File: config.mk
export PLATFORM = sky130hd
export DESIGN_NAME = pcu_top
export DESIGN_NICKNAME = d
export VERILOG_FILES = /design/src/source/pcu_pkg.sv /design/src/source/bridge_driver.sv /design/src/source/charge_sequencer.sv /design/src/source/cmd_decoder.sv /design/src/source/fault_latch.sv /design/src/source/input_filter.sv /design/src/source/pcu_top.sv
export SDC_FILE = /design/constraint.sdc
export NUM_CORES = 1
export LEC_CHECK = 0
export BUFFER_PORTS_ARGS = -buffer_cell sky130_fd_sc_hd__buf_2
export CORE_ASPECT_RATIO = 0.9
export CORE_MARGIN = 2
export CORE_UTILIZATION = 46
export CTS_BUF_LIST = sky130_fd_sc_hd__clkbuf_4
export CTS_CLUSTER_SIZE = 25
export DETAILED_ROUTE_END_ITERATION = 7
export SLEW_MARGIN = 20
export SYNTH_ARGS = -nofsm -noshare
export SYNTH_HDL_FRONTEND = slang
export SYNTH_SLANG_ARGS = --single-unit
File: constraint.sdc
create_clock -name clk -period 5.9 [get_ports clk]
set_clock_uncertainty 0.2 [all_clocks]
set_input_delay 0.59 -clock clk [delete_from_list [all_inputs] [get_ports clk]]
set_output_delay 0.59 -clock clk [all_outputs]
set_load 0.005 [all_outputs]
File: src/source/pcu_pkg.sv
package pcu_pkg;

  localparam int BUS_W = 3;

  typedef enum logic [BUS_W-1:0] {
    CMD_PAUSE     = 3'd0,
    CMD_PLUS      = 3'd1,
    CMD_MINUS     = 3'd2,
    CMD_BALLAST_P = 3'd3,
    CMD_BALLAST_N = 3'd4,
    CMD_START     = 3'd5,
    CMD_SHUTDOWN  = 3'd6,
    CMD_RESERVED  = 3'd7
  } bus_cmd_t;

  localparam int N_LEG = 4;

  typedef logic [N_LEG-1:0] leg_t;  // One bit per switch

  typedef enum logic [2:0] {
    PAT_OFF,
    PAT_PLUS,
    PAT_MINUS,
    PAT_BAL_P,
    PAT_BAL_N
  } bridge_pat_t;

  localparam int FILTER_LEN   = 8;
  localparam int FILTER_CNT_W = $clog2(FILTER_LEN + 2);  // Also covers the fault settle count

  localparam int WAIT_STATES = 4;
  localparam int WAIT_CNT_W  = $clog2(WAIT_STATES + 1);

  localparam int PWM_W            = 16;
  localparam int RAMP_STEPS       = 15;
  localparam int STEP_W           = $clog2(RAMP_STEPS + 1);  // Table steps plus final wait
  localparam int RAMP_STEP_CYCLES = 256;  // Simulation scale, one second in the field
  localparam int RAMP_CNT_W       = $clog2(RAMP_STEP_CYCLES);

  // Roughly doubling duty per step, last one fully on
  localparam logic [PWM_W-1:0] DUTY_TABLE [RAMP_STEPS] = '{
    16'd5,    16'd11,   16'd23,   16'd46,   16'd90,
    16'd174,  16'd338,  16'd654,  16'd1264, 16'd2441,
    16'd4715, 16'd9105, 16'd17580, 16'd33943, 16'hFFFF
  };

  localparam int N_FAULT = 8;  // err_dr[3:0], err_u, err_i, stop_k, bt

endpackage

File: src/source/bridge_driver.sv
module bridge_driver (
  input  logic                 clk,
  input  logic                 rstn,
  input  logic                 i_load,
  input  pcu_pkg::bridge_pat_t i_pat,
  input  logic                 i_shutdown,
  input  logic                 i_fault,
  output pcu_pkg::leg_t        o_top,
  output pcu_pkg::leg_t        o_bot,
  output logic                 o_plus,
  output logic                 o_minus,
  output logic                 o_pause_p,
  output logic                 o_pause_n,
  output logic                 o_busy
);
  import pcu_pkg::*;

  bridge_pat_t           pend_pat;
  logic [WAIT_CNT_W-1:0] ws_cnt;
  leg_t                  nxt_top;
  leg_t                  nxt_bot;
  logic [3:0]            nxt_ind;
  logic [3:0]            ind;  // {pause_n, pause_p, minus, plus}

  assign {o_pause_n, o_pause_p, o_minus, o_plus} = ind;

  always_comb begin
    nxt_top = '0;
    nxt_bot = '0;
    nxt_ind = '0;
    case (pend_pat)
      PAT_PLUS: begin
        nxt_top = 4'b0001;
        nxt_bot = 4'b0010;
        nxt_ind = 4'b0001;
      end
      PAT_MINUS: begin
        nxt_top = 4'b0010;
        nxt_bot = 4'b0001;
        nxt_ind = 4'b0010;
      end
      PAT_BAL_P: begin
        nxt_top = 4'b0100;
        nxt_bot = 4'b1000;
        nxt_ind = 4'b0100;
      end
      PAT_BAL_N: begin
        nxt_top = 4'b1000;
        nxt_bot = 4'b0100;
        nxt_ind = 4'b1000;
      end
      default: ;  // Bridge off
    endcase
  end

  always_ff @(posedge clk or negedge rstn) begin
    if (!rstn) begin
      pend_pat <= PAT_OFF;
      ws_cnt   <= '0;
      o_busy   <= 1'b0;
      o_top    <= '0;
      o_bot    <= '0;
      ind      <= '0;
    end else if (i_shutdown || i_fault) begin
      pend_pat <= PAT_OFF;  // Drop anything pending
      ws_cnt   <= '0;
      o_busy   <= 1'b0;
      o_top    <= '0;
      o_bot    <= '0;
      ind      <= '0;
    end else if (i_load) begin
      pend_pat <= i_pat;
      ws_cnt   <= WAIT_CNT_W'(WAIT_STATES - 1);
      o_busy   <= (i_pat != PAT_OFF);  // No dead time needed to switch off
      o_top    <= '0;
      o_bot    <= '0;
      ind      <= '0;
    end else if (o_busy) begin
      if (ws_cnt == '0) begin
        o_busy <= 1'b0;
        o_top  <= nxt_top;
        o_bot  <= nxt_bot;
        ind    <= nxt_ind;
      end else begin
        ws_cnt <= ws_cnt - 1'b1;  // Dead time
      end
    end
  end

endmodule

File: src/source/charge_sequencer.sv
module charge_sequencer (
  input  logic clk,
  input  logic rstn,
  input  logic i_start,
  input  logic i_shutdown,
  input  logic i_fault,
  output logic o_charge,
  output logic o_ch,
  output logic o_st,
  output logic o_fan,
  output logic o_ready,
  output logic o_ramping
);
  import pcu_pkg::*;

  logic [STEP_W-1:0]     step;
  logic [RAMP_CNT_W-1:0] step_tmr;
  logic [PWM_W-1:0]      pwm_cnt;
  logic [PWM_W-1:0]      duty;
  logic                  step_end;

  assign step_end = (step_tmr == RAMP_CNT_W'(RAMP_STEP_CYCLES - 1));
  assign o_ch     = o_charge & ((pwm_cnt < duty) | (&duty));  // Full duty never drops

  always_ff @(posedge clk or negedge rstn) begin
    if (!rstn) begin
      step      <= '0;
      step_tmr  <= '0;
      pwm_cnt   <= '0;
      duty      <= '0;
      o_charge  <= 1'b0;
      o_st      <= 1'b0;
      o_fan     <= 1'b0;
      o_ready   <= 1'b0;
      o_ramping <= 1'b0;
    end else begin
      pwm_cnt <= pwm_cnt + 1'b1;  // Free running
      if (i_fault || i_shutdown) begin
        o_fan     <= i_fault;  // Keep cooling on a fault
        step      <= '0;
        step_tmr  <= '0;
        duty      <= '0;
        o_charge  <= 1'b0;
        o_st      <= 1'b0;
        o_ready   <= 1'b0;
        o_ramping <= 1'b0;
      end else if (i_start) begin
        o_fan     <= 1'b1;
        step      <= '0;
        step_tmr  <= '0;
        duty      <= DUTY_TABLE[0];
        o_charge  <= 1'b1;
        o_st      <= 1'b0;
        o_ready   <= 1'b0;
        o_ramping <= 1'b1;
      end else if (o_ramping) begin
        step_tmr <= step_end ? '0 : step_tmr + 1'b1;
        if (step_end) begin
          if (step < STEP_W'(RAMP_STEPS - 1)) begin
            step <= step + 1'b1;
            duty <= DUTY_TABLE[step + 1'b1];  // Next ramp entry
          end else if (step == STEP_W'(RAMP_STEPS - 1)) begin
            step <= step + 1'b1;
            o_st <= 1'b1;  // Ramp done, one settle step left
          end else begin
            duty      <= '0;
            o_charge  <= 1'b0;
            o_ready   <= 1'b1;
            o_ramping <= 1'b0;
          end
        end
      end
    end
  end

endmodule

File: src/source/cmd_decoder.sv
module cmd_decoder (
  input  logic                      clk,
  input  logic                      rstn,
  input  logic [pcu_pkg::BUS_W-1:0] i_bus,
  input  logic                      i_strobe,
  input  logic                      i_fault,
  input  logic                      i_busy,
  input  logic                      i_ready,
  input  logic                      i_ramping,
  output logic                      o_bridge_load,
  output pcu_pkg::bridge_pat_t      o_bridge_pat,
  output logic                      o_start_req,
  output logic                      o_shutdown
);
  import pcu_pkg::*;

  bus_cmd_t cmd;
  logic     strobe_q;
  logic     strobe_fall;
  logic     start_armed;
  logic     pat_ok;

  assign cmd         = bus_cmd_t'(i_bus);
  assign strobe_fall = strobe_q & ~i_strobe;
  assign pat_ok      = i_ready & ~i_ramping;

  always_ff @(posedge clk or negedge rstn) begin
    if (!rstn) begin
      strobe_q      <= 1'b0;
      start_armed   <= 1'b0;
      o_bridge_load <= 1'b0;
      o_bridge_pat  <= PAT_OFF;
      o_start_req   <= 1'b0;
      o_shutdown    <= 1'b0;
    end else begin
      strobe_q      <= i_strobe;
      o_bridge_load <= 1'b0;  // Pulses last one cycle
      o_start_req   <= 1'b0;
      o_shutdown    <= 1'b0;
      if (i_fault) begin
        start_armed <= 1'b0;
      end else if (strobe_fall) begin
        start_armed <= 1'b0;  // Any strobe ends the start prefix
        if (cmd == CMD_SHUTDOWN) begin
          o_shutdown <= 1'b1;
        end else if (start_armed) begin
          o_start_req <= (cmd == CMD_PAUSE);  // Second half of start
        end else if (!i_busy) begin
          case (cmd)
            CMD_PAUSE: begin
              o_bridge_load <= ~i_ramping;
              o_bridge_pat  <= PAT_OFF;
            end
            CMD_PLUS: begin
              o_bridge_load <= pat_ok;
              o_bridge_pat  <= PAT_PLUS;
            end
            CMD_MINUS: begin
              o_bridge_load <= pat_ok;
              o_bridge_pat  <= PAT_MINUS;
            end
            CMD_BALLAST_P: begin
              o_bridge_load <= pat_ok;
              o_bridge_pat  <= PAT_BAL_P;
            end
            CMD_BALLAST_N: begin
              o_bridge_load <= pat_ok;
              o_bridge_pat  <= PAT_BAL_N;
            end
            CMD_START: start_armed <= ~i_ramping;
            default: ;  // Reserved code
          endcase
        end
      end
    end
  end

endmodule

File: src/source/fault_latch.sv
module fault_latch (
  input  logic                        clk,
  input  logic                        rstn,
  input  logic [pcu_pkg::N_FAULT-1:0] i_fault_raw,
  output logic                        o_fault,
  output logic                        o_break,
  output logic                        o_stop,
  output logic                        o_avv,
  output logic                        o_avi,
  output logic                        o_td,
  output pcu_pkg::leg_t               o_erbd
);
  import pcu_pkg::*;

  logic [N_FAULT-1:0]      active;
  logic [FILTER_CNT_W-1:0] settle_cnt;
  logic                    settled;

  // Filter outputs start low, so the active-low lines look faulty until they settle
  assign settled = (settle_cnt == FILTER_CNT_W'(FILTER_LEN + 1));
  assign active  = {i_fault_raw[N_FAULT-1], ~i_fault_raw[N_FAULT-2:0]} & {N_FAULT{settled}};
  assign o_break = o_fault;

  always_ff @(posedge clk or negedge rstn) begin
    if (!rstn) begin
      settle_cnt <= '0;
      o_fault    <= 1'b0;
      o_stop     <= 1'b0;
      o_avv      <= 1'b0;
      o_avi      <= 1'b0;
      o_td       <= 1'b0;
      o_erbd     <= '0;
    end else begin
      if (!settled) begin
        settle_cnt <= settle_cnt + 1'b1;
      end
      o_fault <= o_fault | (|active);  // Held until reset
      o_erbd  <= o_erbd | active[N_LEG-1:0];  // Driver errors per leg
      o_avv   <= o_avv | active[4];
      o_avi   <= o_avi | active[5];
      o_stop  <= o_stop | active[6];
      o_td    <= o_td | active[7];  // Thermal, active high pin
    end
  end

endmodule

File: src/source/input_filter.sv
module input_filter #(
  parameter int WIDTH = 1
) (
  input  logic             clk,
  input  logic             rstn,
  input  logic [WIDTH-1:0] i_raw,
  output logic [WIDTH-1:0] o_clean
);
  import pcu_pkg::*;

  logic [FILTER_CNT_W-1:0] run_cnt [WIDTH];

  always_ff @(posedge clk or negedge rstn) begin
    if (!rstn) begin
      o_clean <= '0;
      for (int i = 0; i < WIDTH; i++) begin
        run_cnt[i] <= '0;
      end
    end else begin
      for (int i = 0; i < WIDTH; i++) begin
        if (i_raw[i] == o_clean[i]) begin
          run_cnt[i] <= '0;  // Glitch or no change
        end else if (run_cnt[i] == FILTER_CNT_W'(FILTER_LEN - 1)) begin
          o_clean[i] <= i_raw[i];  // Held long enough
          run_cnt[i] <= '0;
        end else begin
          run_cnt[i] <= run_cnt[i] + 1'b1;
        end
      end
    end
  end

endmodule

File: src/source/pcu_top.sv
module pcu_top (
  input  logic                      clk,
  input  logic                      rstn,
  input  logic [pcu_pkg::BUS_W-1:0] i_bus,
  input  logic                      i_bus_clk,
  input  pcu_pkg::leg_t             i_err_dr_n,
  input  logic                      i_err_u_n,
  input  logic                      i_err_i_n,
  input  logic                      i_stop_k_n,
  input  logic                      i_bt,
  output pcu_pkg::leg_t             o_top,
  output pcu_pkg::leg_t             o_bot,
  output logic                      o_plus,
  output logic                      o_minus,
  output logic                      o_pause_p,
  output logic                      o_pause_n,
  output logic                      o_st,
  output logic                      o_charge,
  output logic                      o_ch,
  output logic                      o_fan,
  output logic                      o_break,
  output logic                      o_stop,
  output logic                      o_avv,
  output logic                      o_avi,
  output logic                      o_td,
  output pcu_pkg::leg_t             o_erbd
);
  import pcu_pkg::*;

  logic [BUS_W:0]     bus_clean;  // Strobe on top
  logic [N_FAULT-1:0] fault_clean;
  logic               fault;
  logic               busy;
  logic               ready;
  logic               ramping;
  logic               bridge_load;
  bridge_pat_t        bridge_pat;
  logic               start_req;
  logic               shutdown;

  input_filter #(.WIDTH(BUS_W + 1)) u_bus_filter (
    .clk    (clk),
    .rstn   (rstn),
    .i_raw  ({i_bus_clk, i_bus}),
    .o_clean(bus_clean)
  );

  input_filter #(.WIDTH(N_FAULT)) u_fault_filter (
    .clk    (clk),
    .rstn   (rstn),
    .i_raw  ({i_bt, i_stop_k_n, i_err_i_n, i_err_u_n, i_err_dr_n}),
    .o_clean(fault_clean)
  );

  fault_latch u_fault (
    .clk        (clk),
    .rstn       (rstn),
    .i_fault_raw(fault_clean),
    .o_fault    (fault),
    .o_break    (o_break),
    .o_stop     (o_stop),
    .o_avv      (o_avv),
    .o_avi      (o_avi),
    .o_td       (o_td),
    .o_erbd     (o_erbd)
  );

  cmd_decoder u_dec (
    .clk          (clk),
    .rstn         (rstn),
    .i_bus        (bus_clean[BUS_W-1:0]),
    .i_strobe     (bus_clean[BUS_W]),
    .i_fault      (fault),
    .i_busy       (busy),
    .i_ready      (ready),
    .i_ramping    (ramping),
    .o_bridge_load(bridge_load),
    .o_bridge_pat (bridge_pat),
    .o_start_req  (start_req),
    .o_shutdown   (shutdown)
  );

  bridge_driver u_bridge (
    .clk       (clk),
    .rstn      (rstn),
    .i_load    (bridge_load),
    .i_pat     (bridge_pat),
    .i_shutdown(shutdown),
    .i_fault   (fault),
    .o_top     (o_top),
    .o_bot     (o_bot),
    .o_plus    (o_plus),
    .o_minus   (o_minus),
    .o_pause_p (o_pause_p),
    .o_pause_n (o_pause_n),
    .o_busy    (busy)
  );

  charge_sequencer u_charge (
    .clk       (clk),
    .rstn      (rstn),
    .i_start   (start_req),
    .i_shutdown(shutdown),
    .i_fault   (fault),
    .o_charge  (o_charge),
    .o_ch      (o_ch),
    .o_st      (o_st),
    .o_fan     (o_fan),
    .o_ready   (ready),
    .o_ramping (ramping)
  );

endmodule

== Yosys cells after proc, flatten, opt, wreduce, memory -nomap -nowiden ==
Memory sizes are Yosys's and may differ from the RTL's.
Index checks and enable logic that the tools add are counted.

* Output and inout port bits: 25
* Memories kept: 1
* Input bits: 14
* Memory bits (read-only): 256
* Flip-flop bits (word level): 145

* Bitwise operators: 31
* Equal/unequal tests: 41
* Multiplexer cells: 108
* Reductions and logical operators: 36
* Order comparisons: 3
* Add/sub/neg operators: 17

{| class="wikitable"
|+ Memories
! memory !! depth !! bits a word !! read ports !! clocked after memory_dff !! write ports !! line !! source
|-
| (name not given) || 16 || 16 || 1 || 0 || 0 || charge_sequencer.sv:61 || <nowiki>duty <= DUTY_TABLE[step + 1'b1];</nowiki>
|}

{| class="wikitable"
|+ Operators by type and width
! operator !! number
|-
| 4-bit two-way mux || 38
|-
| 16-bit two-way mux || 8
|-
| 4-bit by 1-bit adder with 4-bit output, second input constant || 14
|-
| 4-bit by 3-bit equality test with 1-bit output, second input constant || 12
|-
| 1-bit two-way mux || 48
|-
| 8-bit two-way mux || 4
|-
| 4-bit one-hot mux with 4 select lines || 2
|-
| 2-bit AND reduction || 14
|-
| 3-bit two-way mux || 6
|-
| 1-bit inverter || 18
|-
| 3-bit nonzero test || 6
|-
| 16-bit by 1-bit adder with 16-bit output, second input constant || 1
|-
| 16-bit < comparator || 1
|-
| 16-bit AND reduction || 1
|-
| 3-bit one-hot mux with 5 select lines || 1
|-
| 1-bit equality test || 12
|-
| 3-bit by 2-bit equality test with 1-bit output, second input constant || 4
|-
| 3-bit equality test, second input constant || 4
|-
| 8-bit by 1-bit adder with 8-bit output, second input constant || 1
|-
| 8-bit AND || 1
|-
| 4-bit equality test, second input constant || 2
|-
| 8-bit equality test, second input constant || 1
|-
| 4-bit AND reduction || 2
|-
| 8-bit OR reduction || 1
|-
| other kinds (21) || 34
|}

== Longest topological paths before layout ==
* Depth after elaboration: 10
* Mapped depth: 9

== By module ==
Synthesis repeated with hierarchy kept, for this count alone.

* Cells, all modules: 673
* Area total of the unflattened synthesis: 7180.6 um^2

{| class="wikitable"
|+ Modules (own cells, without submodules)
! module !! times used !! area an instance (um^2) !! cells each
|-
| charge_sequencer || 1 || 3051.7 || 324
|-
| input_filter at u_fault_filter || 1 || 1730.4 || 144
|-
| input_filter at u_bus_filter || 1 || 862.1 || 72
|-
| bridge_driver || 1 || 624.3 || 60
|-
| fault_latch || 1 || 536.8 || 40
|-
| cmd_decoder || 1 || 375.4 || 33
|}

== Worst setup path after synthesis ==
OpenSTA, ideal clock, no wires.

* Kind: register to output
* Start: register u_charge.pwm_cnt[6]
* End: output o_ch
* Cell stages (with the launch flop): 7
* Slack: 3.672 ns
* Arrival time: 1.438 ns
* Required time: 5.110 ns
* Path buffers: 0
* Path through: dfrtp_1 ha_1 a21oi_1 nand2_1 a211o_1 o211ai_1 a21bo_2

* Cells in the longest elaborated chain, start to end: 3

{| class="wikitable"
|+ RTL lines
! element !! line !! source
|-
| start: declaration || charge_sequencer.sv:18 || <nowiki>logic [PWM_W-1:0] pwm_cnt;</nowiki>
|-
| start signal: assignment || charge_sequencer.sv:37 || <nowiki>pwm_cnt <= pwm_cnt + 1'b1;</nowiki>
|-
| 16-bit < comparator || charge_sequencer.sv:23 || <nowiki>assign o_ch = o_charge & ((pwm_cnt < duty) | (&duty));</nowiki>
|-
| 1-bit OR || charge_sequencer.sv:23 ||
|-
| 1-bit AND || charge_sequencer.sv:23 ||
|-
| end: declaration || pcu_top.sv:19 || <nowiki>output logic o_ch,</nowiki>
|}

No other way between the ends.

== Final worst setup path ==
* Start: register u_charge.duty[6]
* End: output o_ch

* Cells in the longest elaborated chain, start to end: 3
* Elaborated cells on any way between the ends: 4
* Those cells by class: order compare (1); bitwise (2); reduce/logical (1)

{| class="wikitable"
|+ RTL lines
! element !! line !! source
|-
| start: declaration || charge_sequencer.sv:19 || <nowiki>logic [PWM_W-1:0] duty;</nowiki>
|-
| start signal: assignment || charge_sequencer.sv:51 || <nowiki>duty <= DUTY_TABLE[0];</nowiki>
|-
| start signal: assignment || charge_sequencer.sv:61 ||
|-
| 16-bit < comparator or 16-bit AND reduction (tied branches) || charge_sequencer.sv:23 ||
|-
| 1-bit OR (*) || charge_sequencer.sv:23 ||
|-
| 1-bit AND (*) || charge_sequencer.sv:23 ||
|}

Mark *: on every way between the ends. The rest lies on a longest branch, timed or not.

==> summary.txt <==
Wirelength per Cell -> 14.02 um
Core outline area -> 14770 um2
Max stage delay on crit path -> 0.37 ns
GR Util met1 -> 23.90%
Logic pwr share -> 16.3%
TritonCTS Buffers -> 17
Final Hold Vio Count -> 0
Root Buffer Master -> clkbuf_4
Largest area contributor in the netlist -> dfrtp_1
Hold slack -> 0.1166 ns
Register bit count reported by yosys -> 141
Post-synth cell types -> 56
Final setup TNS -> 0 ns
Area delta synth->final -> 8.528%
Top Usage Layer GRT -> met2
Count leader, synth -> dfrtp_1
Worst Path Max Fanout -> 3
First-pass GRT wire length -> 22690 um
Vias/cell -> 5.273
Part of the Yosys area used for sequential elements -> 50.63%
Placed instance area -> 7263 um2
CTS Buffer Depth -> 2
Crit path DAT -> 2.19 ns
Pleak -> 3.395 nW
Synthesized cell area -> 6969 um2
Max IR drop VDD -> 0.1918 mV
Unrepaired setup endpoints after global routing -> no
Switch Pwr -> 0.6826 mW
TritonCTS clock tree -> yes
Worst-Skew Late Latency -> 0.53 ns
Drt total wl -> 13050 um
Initial Utilization -> 47.20%
Sw Share -> 30.48%
Pwr/cell area -> 296.1 nW/um2
# setup viols final -> 0
Number of global-route vias before repair -> 4792
Total global-route track usage -> 17.51%
Vias -> 4909
H-Tree Depth -> 4
Number of flops mapped to enable cells by yosys -> 0
Io pins -> 39
Drt first pass iters -> 5
Asr flop ratio synth -> 100.0%
Die area -> 16150 um2
Final HPWL DP -> 9258 um
DRC -> 0
Max-cap violation count -> 0
Sequential share of power -> 56.0%
Clock sinks -> 141
Final Cell Area -> 7564 um2
Final Core Density -> 51.22%
Nets@finish -> 776
Clock network fraction of design power -> 27.8%
Initial antenna violation count -> 1
CP Cell Sequence -> inv_1 -> ha_1 -> a21oi_1 -> nand2_1 -> a211o_1 -> o211ai_1 -> a21bo_2 -> buf_2
Hold WC Path Type -> primary input to flip-flop
Non-Filler Instances -> 931
Placed Cells incl. Taps -> 897
Slowest-stage cell, CP -> dfrtp_1
Worst EP required -> 5.11 ns
Worst-Margin Slew -> 0.7949 ns
F_max -> 335.9 MHz
Row count -> 42
Top post-synthesis cells by area -> dfrtp_1 51%, ha_1 7.7%, nor2_1 5.1%
Worst-path clk slew -> 0.12 ns
Final worst path period share -> 50.46%
Worst setup SP type -> flip-flop
Power Internal -> 1.557 mW
WS Path Type -> flip-flop to primary output
Share of layout cells above drive strength 1 -> 12.70%
Post-DRT Antenna Nets -> 0
Synth top cells by count -> 141 x dfrtp_1, 95 x nor2_1, 50 x a21oi_1
GRT overflow -> 0
Final min period -> 2.977 ns
Die X -> 133.7 um
Largest net degree at the start of global routing -> 83
Predominant post-synthesis flop cell -> dfrtp_1
Relative slew slack -> 47.01%
Syn Nets -> 745
Mapped Cells -> 688
CTS resizes -> 0
Syn avg cell area -> 10.13 um2
Crit. End Element -> primary output
Slew Viols, Final -> 0
Routability Congestion -> 0.9212
Die Y -> 120.8 um
Status -> complete, no violations
Ys Warns -> 0
Drt initial violations -> 367
GR Util met2 -> 26.96%
Port Buf Inserts -> 38
Met3 Usage GRT -> 4.444%
Yosys top cell area share -> 50.63%
[metal layers]
metal  share of wire, %  up-vias
met1                 49     2368
met4                1.7        0
met3                3.1       17
met2                 46       85
li1                   -     2439
met5                  0        -
[cells by family (layout without fill, tap and decap cells)]
| logic type | Yosys count | after routing | share of synthesized area, % |
|---|---|---|---|
| AND/OR/NAND/NOR | 270 | 270 | 18.65 |
| AO/OA/AOI/OAI | 106 | 106 | 9.533 |
| buffers and inverters | 56 | 100 | 3.770 |
| XOR/XNOR | 48 | 48 | 6.032 |
| other | 0 | 1 | 0 |
| flip-flops | 141 | 141 | 50.63 |
| multiplexers | 24 | 24 | 3.663 |
| adder cells (fa/ha/maj) | 43 | 43 | 7.720 |
[final timing paths]
kind | to | slack (ns) | cells after the start | startpoint
max | o_ch | 2.92 | 8 | u_charge.duty[6]$_DFFE_PN0P_
min | u_fault_filter.o_clean[0]$_DFFE_PN0P_ | 0.12 | 2 | i_err_dr_n[0]
max reg2reg | u_charge.duty[3]$_DFFE_PN0P_ | 3.02 | 8 | u_charge.step[0]$_DFFE_PN0P_
min reg2reg | u_fault.o_td$_DFF_PN0_ | 0.27 | 1 | u_fault.o_td$_DFF_PN0_
max in group asynchronous | u_bus_filter.run_cnt[3]$_DFF_PN0_ | 4.03 | 3 | rstn
min in group asynchronous | u_charge.pwm_cnt[14]$_DFF_PN0_ | 0.37 | 2 | rstn
[stage by stage]
step | worst slack, ns | power, mW
global placement | 3.166 | 1.605
CTS | 2.874 | 2.271
global route | 2.705 | 2.394
floorplan | 3.672 | 1.525
finish | 2.923 | 2.240
detailed placement | 3.064 | 1.639
[sequential cells by signal, summed over array words and instances, names as in the netlist, 8 cells and up]
register / count
u_fault_filter.run_cnt: 32
u_bus_filter.run_cnt: 16
u_charge.duty: 16
u_charge.pwm_cnt: 16
u_charge.step_tmr: 8
u_fault_filter.o_clean: 8
[layout by cell type, fill, tap and decap left out, types with 14 or more instances in the layout]
cell / netlist / layout
ha_1: 43 / 43
inv_1: 28 / 28
dfrtp_1: 141 / 141
nand3_1: 29 / 29
xnor2_1: 37 / 37
buf_2: 6 / 37
nor3_1: 30 / 30
clkbuf_4: 0 / 19
nand2_1: 49 / 49
nor2b_1: 14 / 14
a21oi_1: 50 / 50
nor2_1: 95 / 95
[power by group through the flow]
stage	Combinational (mW)	Clock [mW]	Sequential [mW]
finish	0.364	0.622	1.25
global route	0.419	0.697	1.28
CTS	0.373	0.645	1.25
detailed placement	0.366	0	1.27
global placement	0.344	0	1.26
floorplan	0.306	0	1.22
[final cells by class]
| class | count | area, um2 |
|---|---|---|
| fillers | 1344 | 7203 |
| flip-flops and latches | 141 | 3528 |
| multi-input cells | 491 | 3178 |
| well taps | 198 | 247.7 |
| repair buffers | 40 | 217.7 |
| clock buffers | 19 | 142.6 |
| clock inverters | 13 | 141.4 |
| inverters | 28 | 105.1 |
| diodes | 1 | 2.502 |
[worst max-delay path: cells and delay by family (launching register included)]
family,cells,cell delay (ns)
AOI/OAI and AO/OA,4,0.75
buffers and inverters,2,0.17
and+or+nand+nor,1,0.06
adders and majority gates,1,0.33
DFF,1,0.37
[what timing repair did]
action,4_1_cts,5_1_grt
setup endpoints to repair,0,0
hold buffers,1,0
hold endpoints to repair,59,0
buffers inserted,0,0
(Power assumes the default switching activity.)
